[src/source/lsu_defs.svh]
// lsu width and exception-code definitions shared by the load/store unit
`ifndef LSU_DEFS_SVH
`define LSU_DEFS_SVH

// datapath widths
`define LSU_DATA_W  32      // one sram word
`define LSU_ADDR_W  32      // byte address
`define LSU_REG_W   5       // register-file index

// mapping keeps the low bits only
// top three bits cleared, so kseg0/kseg1 alias onto the physical window
`define LSU_PHYS_W  29

// address-error exception codes, cp0 cause encoding
`define LSU_EXC_W     5
`define LSU_EXC_ADEL  5'h04 // load or fetch from misaligned address
`define LSU_EXC_ADES  5'h05 // store to misaligned address

`endif

[src/source/lsu_pkg.sv]
// lsu types: access size, request and stage records, sram word lane view
`include "lsu_defs.svh"

`default_nettype none

package lsu_pkg;

    // same encoding the pipeline decoder hands down
    typedef enum logic [1:0] {
        MEM_BYTE = 2'b00,
        MEM_HALF = 2'b01,
        MEM_WORD = 2'b10
    } mem_size_e;

    // one memory request, valid for the cycle it is presented
    typedef struct packed {
        logic                   valid;       // request strobe
        logic                   is_store;    // 0 means load
        mem_size_e              size;
        logic                   is_unsigned; // lbu / lhu
        logic [`LSU_ADDR_W-1:0] addr;        // virtual byte address
        logic [`LSU_DATA_W-1:0] wdata;       // store data, right aligned
        logic [`LSU_REG_W-1:0]  rd;          // load destination
    } lsu_req_t;

    // what the memory stage passes to write-back
    typedef struct packed {
        logic                   valid;
        logic                   is_load;
        mem_size_e              size;
        logic                   is_unsigned;
        logic [1:0]             addr_lo;     // lane select for extraction
        logic [`LSU_ADDR_W-1:0] bad_addr;    // unmapped address, for badvaddr
        logic                   exc;         // misaligned access seen
        logic [`LSU_EXC_W-1:0]  exc_code;
        logic [`LSU_REG_W-1:0]  rd;
    } lsu_stage_t;

    // sram word, seen as bytes or as halfwords
    typedef union packed {
        logic [`LSU_DATA_W/8-1:0][7:0]   b;  // b[0] is the lowest address
        logic [`LSU_DATA_W/16-1:0][15:0] h;
    } lsu_word_u;

endpackage

`default_nettype wire

[src/source/mem_access.sv]
// memory stage: address mapping, store lane placement, byte enables, alignment check
`include "lsu_defs.svh"

`default_nettype none

module mem_access (
    input  lsu_pkg::lsu_req_t       req,
    output logic                    data_sram_en,    // sram enable, high active
    output logic [3:0]              data_sram_wen,   // byte write enables
    output logic [`LSU_ADDR_W-1:0]  data_sram_addr,  // byte address
    output logic [`LSU_DATA_W-1:0]  data_sram_wdata,
    output lsu_pkg::lsu_stage_t     stage_next       // to write-back register
);
    import lsu_pkg::*;

    logic       misaligned;
    logic [1:0] ofs;        // byte offset inside the word
    logic [3:0] be;         // lane enables before the store qualifier
    lsu_word_u  wword;      // store word after lane placement

    assign ofs = req.addr[1:0];

    // word needs 1:0 clear, half needs bit 0 clear
    always_comb
    begin
        case (req.size)
            MEM_WORD: misaligned = (ofs != 2'b00);
            MEM_HALF: misaligned = ofs[0];
            default:  misaligned = 1'b0;       // byte never faults
        endcase
    end

    // move store data into the lanes its offset selects, other lanes zero
    always_comb
    begin
        wword = '0;
        be    = 4'b0000;
        case (req.size)
            MEM_WORD:
            begin
                wword = req.wdata;             // full word, no shift
                be    = 4'b1111;
            end
            MEM_HALF:
            begin
                wword.h[ofs[1]] = req.wdata[15:0];
                be              = ofs[1] ? 4'b1100 : 4'b0011;
            end
            default:
            begin
                wword.b[ofs] = req.wdata[7:0];
                be           = 4'b0001 << ofs; // one lane
            end
        endcase
    end

    // sram drive, same cycle as the request
    assign data_sram_en    = req.valid && !misaligned; // faulting access never reaches memory
    assign data_sram_wen   = (data_sram_en && req.is_store) ? be : 4'b0000;
    assign data_sram_addr  = {{(`LSU_ADDR_W-`LSU_PHYS_W){1'b0}}, req.addr[`LSU_PHYS_W-1:0]};
    assign data_sram_wdata = wword;

    // hand-off to write-back
    always_comb
    begin
        stage_next.valid       = req.valid;
        stage_next.is_load     = !req.is_store;
        stage_next.size        = req.size;
        stage_next.is_unsigned = req.is_unsigned;
        stage_next.addr_lo     = ofs;
        stage_next.bad_addr    = req.addr;             // unmapped, as software sees it
        stage_next.exc         = req.valid && misaligned;
        stage_next.exc_code    = req.is_store ? `LSU_EXC_ADES : `LSU_EXC_ADEL;
        stage_next.rd          = req.rd;
    end

    // placed store bytes stay inside the enabled lanes
    always_comb
    begin
        a_wdata_in_lanes: assert (
            (data_sram_wdata & ~{{8{be[3]}}, {8{be[2]}}, {8{be[1]}}, {8{be[0]}}}) == 32'h0
        ) else $error("store data outside the enabled byte lanes");
    end

endmodule

`default_nettype wire

[src/source/load_extract.sv]
// write-back stage: stage register, load lane select and extension, exception report
`include "lsu_defs.svh"

`default_nettype none

module load_extract (
    input  logic                   clk,
    input  logic                   rst_n,
    input  lsu_pkg::lsu_stage_t    stage_next,
    input  logic [`LSU_DATA_W-1:0] data_sram_rdata, // one cycle after the access
    output logic                   wb_rf_wen,
    output logic [`LSU_REG_W-1:0]  wb_rf_wnum,
    output logic [`LSU_DATA_W-1:0] wb_rf_wdata,
    output logic                   wb_exc,          // one-cycle pulse
    output logic [`LSU_EXC_W-1:0]  wb_exc_code,
    output logic [`LSU_ADDR_W-1:0] wb_bad_addr
);
    import lsu_pkg::*;

    lsu_stage_t             stage_q;   // mem/wb pipeline register
    lsu_word_u              rword;
    logic [7:0]             sel_byte;
    logic [15:0]            sel_half;
    logic                   sext;      // sign bit replication enable
    logic [`LSU_DATA_W-1:0] load_data;
    logic                   lane_ok;   // stored offset fits the size

    always_ff @(posedge clk)
    begin
        if (!rst_n)
            stage_q <= '0;             // no write or exception out of reset
        else
            stage_q <= stage_next;
    end

    assign rword    = data_sram_rdata;
    assign sel_byte = rword.b[stage_q.addr_lo];    // lane named by offset
    assign sel_half = rword.h[stage_q.addr_lo[1]]; // bit 0 is zero when aligned
    assign sext     = !stage_q.is_unsigned;

    // extend selected lane to a full register
    always_comb
    begin
        case (stage_q.size)
            MEM_WORD: load_data = rword;
            MEM_HALF: load_data = {{(`LSU_DATA_W-16){sext & sel_half[15]}}, sel_half};
            default:  load_data = {{(`LSU_DATA_W-8){sext & sel_byte[7]}}, sel_byte};
        endcase
    end

    // alignment of the stored offset for its size
    always_comb
    begin
        case (stage_q.size)
            MEM_WORD: lane_ok = (stage_q.addr_lo == 2'b00);
            MEM_HALF: lane_ok = !stage_q.addr_lo[0];
            default:  lane_ok = 1'b1;
        endcase
    end

    // stores and faulting loads write nothing
    assign wb_rf_wen   = stage_q.valid && stage_q.is_load && !stage_q.exc;
    assign wb_rf_wnum  = stage_q.rd;
    assign wb_rf_wdata = load_data;

    // reported only, the pipeline is not redirected here
    assign wb_exc      = stage_q.valid && stage_q.exc;
    assign wb_exc_code = stage_q.exc_code;
    assign wb_bad_addr = stage_q.bad_addr;

    // lane select relies on misaligned offsets being trapped upstream
    a_wen_aligned: assert property (
        @(posedge clk) disable iff (!rst_n)
        wb_rf_wen |-> lane_ok
    ) else $error("register write from a misaligned access");

    // exception only for a true misalignment, so never with a register write
    a_exc_misaligned: assert property (
        @(posedge clk) disable iff (!rst_n)
        wb_exc |-> !lane_ok
    ) else $error("exception reported for an aligned access");

endmodule

`default_nettype wire

[src/source/lsu_top.sv]
// load/store unit top: memory stage and write-back stage on the data sram
`include "lsu_defs.svh"

`default_nettype none

module lsu_top (
    input  logic                   clk,
    input  logic                   rst_n,
    input  lsu_pkg::lsu_req_t      req,             // one request per cycle
    output logic                   data_sram_en,
    output logic [3:0]             data_sram_wen,
    output logic [`LSU_ADDR_W-1:0] data_sram_addr,
    output logic [`LSU_DATA_W-1:0] data_sram_wdata,
    input  logic [`LSU_DATA_W-1:0] data_sram_rdata,
    output logic                   wb_rf_wen,
    output logic [`LSU_REG_W-1:0]  wb_rf_wnum,
    output logic [`LSU_DATA_W-1:0] wb_rf_wdata,
    output logic                   wb_exc,
    output logic [`LSU_EXC_W-1:0]  wb_exc_code,
    output logic [`LSU_ADDR_W-1:0] wb_bad_addr
);
    import lsu_pkg::*;

    lsu_stage_t stage_next;  // mem to wb

    // zero latency, drives sram directly
    mem_access u_mem_access (
        .req             (req),
        .data_sram_en    (data_sram_en),
        .data_sram_wen   (data_sram_wen),
        .data_sram_addr  (data_sram_addr),
        .data_sram_wdata (data_sram_wdata),
        .stage_next      (stage_next)
    );

    // one register stage, meets rdata from sram
    load_extract u_load_extract (
        .clk             (clk),
        .rst_n           (rst_n),
        .stage_next      (stage_next),
        .data_sram_rdata (data_sram_rdata),
        .wb_rf_wen       (wb_rf_wen),
        .wb_rf_wnum      (wb_rf_wnum),
        .wb_rf_wdata     (wb_rf_wdata),
        .wb_exc          (wb_exc),
        .wb_exc_code     (wb_exc_code),
        .wb_bad_addr     (wb_bad_addr)
    );

endmodule

`default_nettype wire

[config.mk]
export PLATFORM = sky130hd
export DESIGN_NAME = lsu_top
export DESIGN_NICKNAME = d
export VERILOG_FILES = /design/src/source/lsu_pkg.sv /design/src/source/mem_access.sv /design/src/source/load_extract.sv /design/src/source/lsu_top.sv
export VERILOG_INCLUDE_DIRS = /design/src /design/src/source
export SDC_FILE = /design/constraint.sdc
export NUM_CORES = 1
export LEC_CHECK = 0
export BUFFER_PORTS_ARGS = -buffer_cell sky130_fd_sc_hd__buf_2
export CAP_MARGIN = 20
export CORE_MARGIN = 5
export CORE_UTILIZATION = 39
export DETAILED_ROUTE_END_ITERATION = 7
export PLACE_DENSITY = 0.81
export SYNTH_ARGS = -nofsm -noshare
export SYNTH_HDL_FRONTEND = slang
export SYNTH_SLANG_ARGS = --single-unit
export TNS_END_PERCENT = 5
[constraint.sdc]
create_clock -name clk -period 2.85 [get_ports clk]
set_input_delay 0.57 -clock clk [delete_from_list [all_inputs] [get_ports clk]]
set_output_delay 0.57 -clock clk [all_outputs]
set_load 0.005 [all_outputs]
; Yosys cells after proc, flatten, opt, wreduce, memory -nomap -nowiden
; Index checks and enable logic that the tools add are counted.
[totals]
register_bits = 50
out_inout_bits = 145
in_bits = 108
[op_classes]
reduce_logical = 13
mux = 15
shift = 1
n_eq_ne = 4
order_cmp = 6
bitwise = 4
[op_table]
columns = operator, count
row1 = $pmux 32 s2, 2
row2 = $and 32x32->32, 2
row3 = $mux 16, 3
row4 = $bmux 8 s2, 1
row5 = $demux 16 s1, 1
row6 = $demux 8 s2, 1
row7 = $mux 8, 2
row8 = $logic_and 1x1->1, 8
row9 = $mux 4, 2
row10 = $pmux 4 s2, 1
row11 = $lt 2x3->1 const B, 2
row12 = $eq 2x1->1 const B, 2
row13 = $eq 2x2->1 const B, 2
row14 = $logic_not 1->1, 4
row15 = $lt 1x2->1 const B, 2
row16 = $shl 1x2->4 const A, 1
row17 = $and 1x1->1, 2
row18 = $ge 2x1->1 const B, 1
row19 = $pmux 1 s2, 1
row20 = $reduce_bool 2->1, 1
row21 = $ge 1x1->1 const B, 1
row22 = $mux 1, 1

; Longest topological paths before layout
[logic_depth]
ltp_word = 6
ltp_mapped = 7
ltp_nobuf = 5

; Modules after synthesis
; From an unflattened synthesis, not the netlist that was laid out.
[hier_totals]
hier_cells = 435
hier_area_um2 = 3682.3
[by_module_without_submodules]
columns = mod, n_inst, cells_each, area_per_inst_um2
row1 = load_extract, 1, 247, 2272.2
row2 = mem_access, 1, 188, 1410.1

; Worst setup path before layout
; OpenSTA, ideal clock, no wires.
[synth_timing]
path_type = input-to-output
from = input req[70] in the netlist's numbering
to = output data_sram_wen[3]
path_stages = 6
arrival_ns = 1.741
slack_ns = 0.539
cell_sequence = inv_1 -> ha_1 -> clkbuf_1 -> clkbuf_1 -> nor3_1 -> a211oi_1
[synth_via]
elab_chain_cells = 6
[synth_lines]
columns = element, line_no
row1 = from (decl), lsu_top.sv:9  ; input lsu_pkg::lsu_req_t req,
row2 = $eq 2x1->1 / $eq 2x2->1 (equally long branches), "mem_access.sv:26, mem_access.sv:38"
row3 = $pmux 1 s2, mem_access.sv:26  ; case (req.size)
row4 = $logic_not 1->1, mem_access.sv:58  ; assign data_sram_en = req.valid && !misaligned;
row5 = $logic_and 1x1->1, mem_access.sv:58
row6 = $logic_and 1x1->1, mem_access.sv:59  ; assign data_sram_wen = (data_sram_en && req.is_store) ? be : 4'b0000;
row7 = $mux 4 *, mem_access.sv:59
row8 = to (decl), lsu_top.sv:11  ; output logic [3:0] data_sram_wen,
; Every way passes the cells marked *; elsewhere a longest branch is shown, timed or not.

; Final worst setup path
[layout_timing]
from = input req[71] in the netlist's numbering
to = output data_sram_wdata[19]
[layout_via]
elab_chain_cells = 2
[layout_lines]
columns = element, line_no
row1 = $eq 2x1->1 / $eq 2x2->1 (equally long branches), mem_access.sv:38  ; case (req.size)
row2 = $pmux 32 s2 *, mem_access.sv:38
row3 = to (decl), lsu_top.sv:13  ; output logic [`LSU_DATA_W-1:0] data_sram_wdata,
; Marked as above.

==> metrics.csv <==
metric,value,unit
Die ar.,9741,um^2
Rel. slew slack,62.24,%
Post-DP HPWL,7822,um
"Data arrival, critical path",2100,ps
asr flop ratio synth,0,%
initial antenna violation count,0,
final antenna-violating net count,0,
Main synth FF type,dfxtp_1,
PortBufs,246,
Yosys top cell area share,29.36,%
Setup Crit Path Kind,in -> out,
maximum buffer depth of the clock tree,2,
Pre-antenna DRT Iters,4,
nets@finish,638,
footprint of the multi-input gates,1504,um^2
clock root cell,clkbuf_8,
Starting Density,39.91,%
Max Slew Vio Count,0,
maximum capacitance violations,0,
Hold Crit Start,req[72],
clock sinks,45,
Post-Syn Instances,357,
register area share after synthesis,29.36,%
post-layout instance area,3953,um^2
Sw Share,29.37,%
Logic pwr share,33.4,%
layout overhead on the synthesized area,28.83,%
TritonCTS clock tree,done,
synth top area cells,"dfxtp_1 (29%), buf_4 (18%), and2_1 (9.4%), a21o_1 (4.2%), a22oi_1 (3.7%)",
Routed WL per cell,15.09,um
CP Launch Type,input pin,
Max Clk Rate,375.0,MHz
CP endpoint kind,output pin,
minimum clock period,2667,ps
Synth Cell Area,3068,um^2
vias in the first global route,3042,
Final Setup Violations,0,
# diodes,0,
Vias,3067,
Synth warnings,0,
Clk pwr share,24.5,%
layout cells sized above 1,52.09,%
synthesized area per cell,8.594,um^2
worst-path fanout max,13,
metal2 WL,4931,um
worst slew pin tran,550.7,ps
Die H,98.70,um
Synth area leader,dfxtp_1,
Reg area,900.9,um^2
Die W,98.70,um
Avg Vias per Cell,4.884,
H-tree levels,2,
met3 WL,754,um
worst hold-check path type,in -> reg,
Top Ports,253,
"Endpoint, Worst Hold",u_load_extract.stage_q[48],
first-pass GRT wire length,14530,um
PD cells,404.6,nW/um^2
Overflow after GRT,0,
Placed Area,3827,um^2
total power,1599,uW
Yosys cell types,40,
FP Rows,32,
Lkg Pwr,0.002223,uW
gpl congestion,0.9109,
NetSw,469.6,uW
unrepaired setup endpoints after global routing,no,
Seq cells post-synth,45,
fill count,780,
highest routed layer,met4,
final hold vios,0,
Routed WL,9478,um
DRC violations left,0,
CORE AREA,7687,um^2
Post-Route M1 WL,3639,um
Peak VDD IR,219.5,uV
Post-synth EDFFs,0,
largest net degree at the start of global routing,45,
Internal,1129,uW
DRT iter0 DRCs,70,
Num CTS Buffers,5,
gr usage total,17.73,%
outcome,"finished, final reports clean",
Final Cycle Share,93.56,%
Crit path required time,2280,ps
hold depth,2,
Setup TNS,0,ps
clock-pin slew on the worst setup and hold paths,80,ps
final core occ,51.42,%
register share of total power,42.1,%
[cell usage in the layout (no fill, tap or decap), drive strengths merged, types with 2 or more instances in the layout]
cell / count
nor3: 6
inv: 9
conb: 6
buf: 253
dfxtp: 45
a211o: 5
mux2: 2
a22oi: 15
and2: 46
a221o: 10
nor2: 9
o22ai: 2
a22o: 8
ha: 4
and3b: 2
nor2b: 5
nand2b: 6
a211oi: 2
o21ai: 17
clkbuf: 6
a21o: 17
mux2i: 8
a21boi: 8
nand2: 21
o32ai: 2
and3: 2
a21oi: 2
[cell usage after synthesis, types with 2 or more instances]
library cell and number:
nor2_1 9, buf_6 3, a211oi_1 2, o32ai_4 2, a221o_2 3, mux2_2 2
a22o_1 8, a22oi_1 15, and3_1 2, and3b_1 2, mux2i_1 8, a21o_1 17
clkbuf_1 15, ha_1 4, o22ai_1 2, a221o_1 7, and2_1 46, dfxtp_1 45
buf_2 2, a211o_1 5, nand2_1 20, buf_4 74, inv_1 9, nor3_1 6
nand2b_1 6, buf_1 2, nor2b_1 5, a21boi_0 8, o21ai_0 17
[critical path, stage by stage]
cell and delay, ps:
buf_2 110, inv_1 50, ha_1 220, and2_1 480
a22oi_1 130, o21ai_0 340, buf_2 190
[state kept, by name, summed over array words and instances (netlist names)]
name,flops
u_load_extract.wb_bad_addr,32
u_load_extract.stage_q,6
u_load_extract.wb_rf_wnum,5
u_load_extract.wb_exc_code,2
[worst max path at each step]
stage | start | to | slack (ps) | cells past startpoint
2_1_floorplan | req[70] | data_sram_wen[3] | 540 | 6
3_3_place_gp | req[70] | data_sram_wdata[11] | 250 | 7
3_5_place_dp | req[70] | data_sram_wdata[11] | 180 | 7
4_1_cts | u_load_extract.stage_q[46] | wb_rf_wdata[25] | 110 | 7
5_1_grt | u_load_extract.stage_q[46] | wb_rf_wdata[14] | 90 | 6
6_report | req[71] | data_sram_wdata[19] | 180 | 7
[kinds of logic (layout without fill, tap and decap cells)]
kind of cell	Yosys count	in the layout	share of synthesized area, %
adders and majority gates	4	4	1.631
buffers and inverters	105	269	22.72
other	1	6	0.1222
muxes	11	11	4.078
AOI/OAI and AO/OA	92	92	24.27
DFF	45	45	29.36
and+or+nand+nor	99	99	17.82
[layout make-up]
type,count,area share [%]
clock inverters,1,0.1899
well taps,102,3.229
multi-input cells,212,38.05
flip-flops and latches,45,22.79
clock buffers,6,2.089
inverters,9,0.8547
repair buffers,253,32.80
[power by group through the flow]
stage	Combinational [uW]	Clock [uW]	Sequential [uW]
floorplan	327	0	686
global placement	512	0	688
detailed placement	522	0	689
CTS	532	414	674
global route	584	436	678
finish	533	392	674
[metal layers]
| metal | GRT usage (%) | vias to the layer above |
|---|---|---|
| li1 | - | 1485 |
| met1 | 20.62 | 1413 |
| met2 | 32.40 | 147 |
| met3 | 4.317 | 22 |
| met4 | 4.622 | 0 |
| met5 | 0 | - |
[repair_timing]
action,4_1_cts,5_1_grt
pin swaps,1,0
endpoints found under the setup margin,19,6
hold buffers,0,0
buffers inserted,1,0
resized for setup,1,2
[per-stage QoR]
stage                     instances  worst slack (ps)  hold WS [ps]
after global placement          620             254.5         762.2
after detailed placement        620             183.0         768.3
after floorplan                 362             539.1         597.7
final                           628             183.4         463.5
after CTS                       628             108.3         454.6
after global routing            628             86.07         464.5
Note: power is estimated with default switching activity, not from simulation.
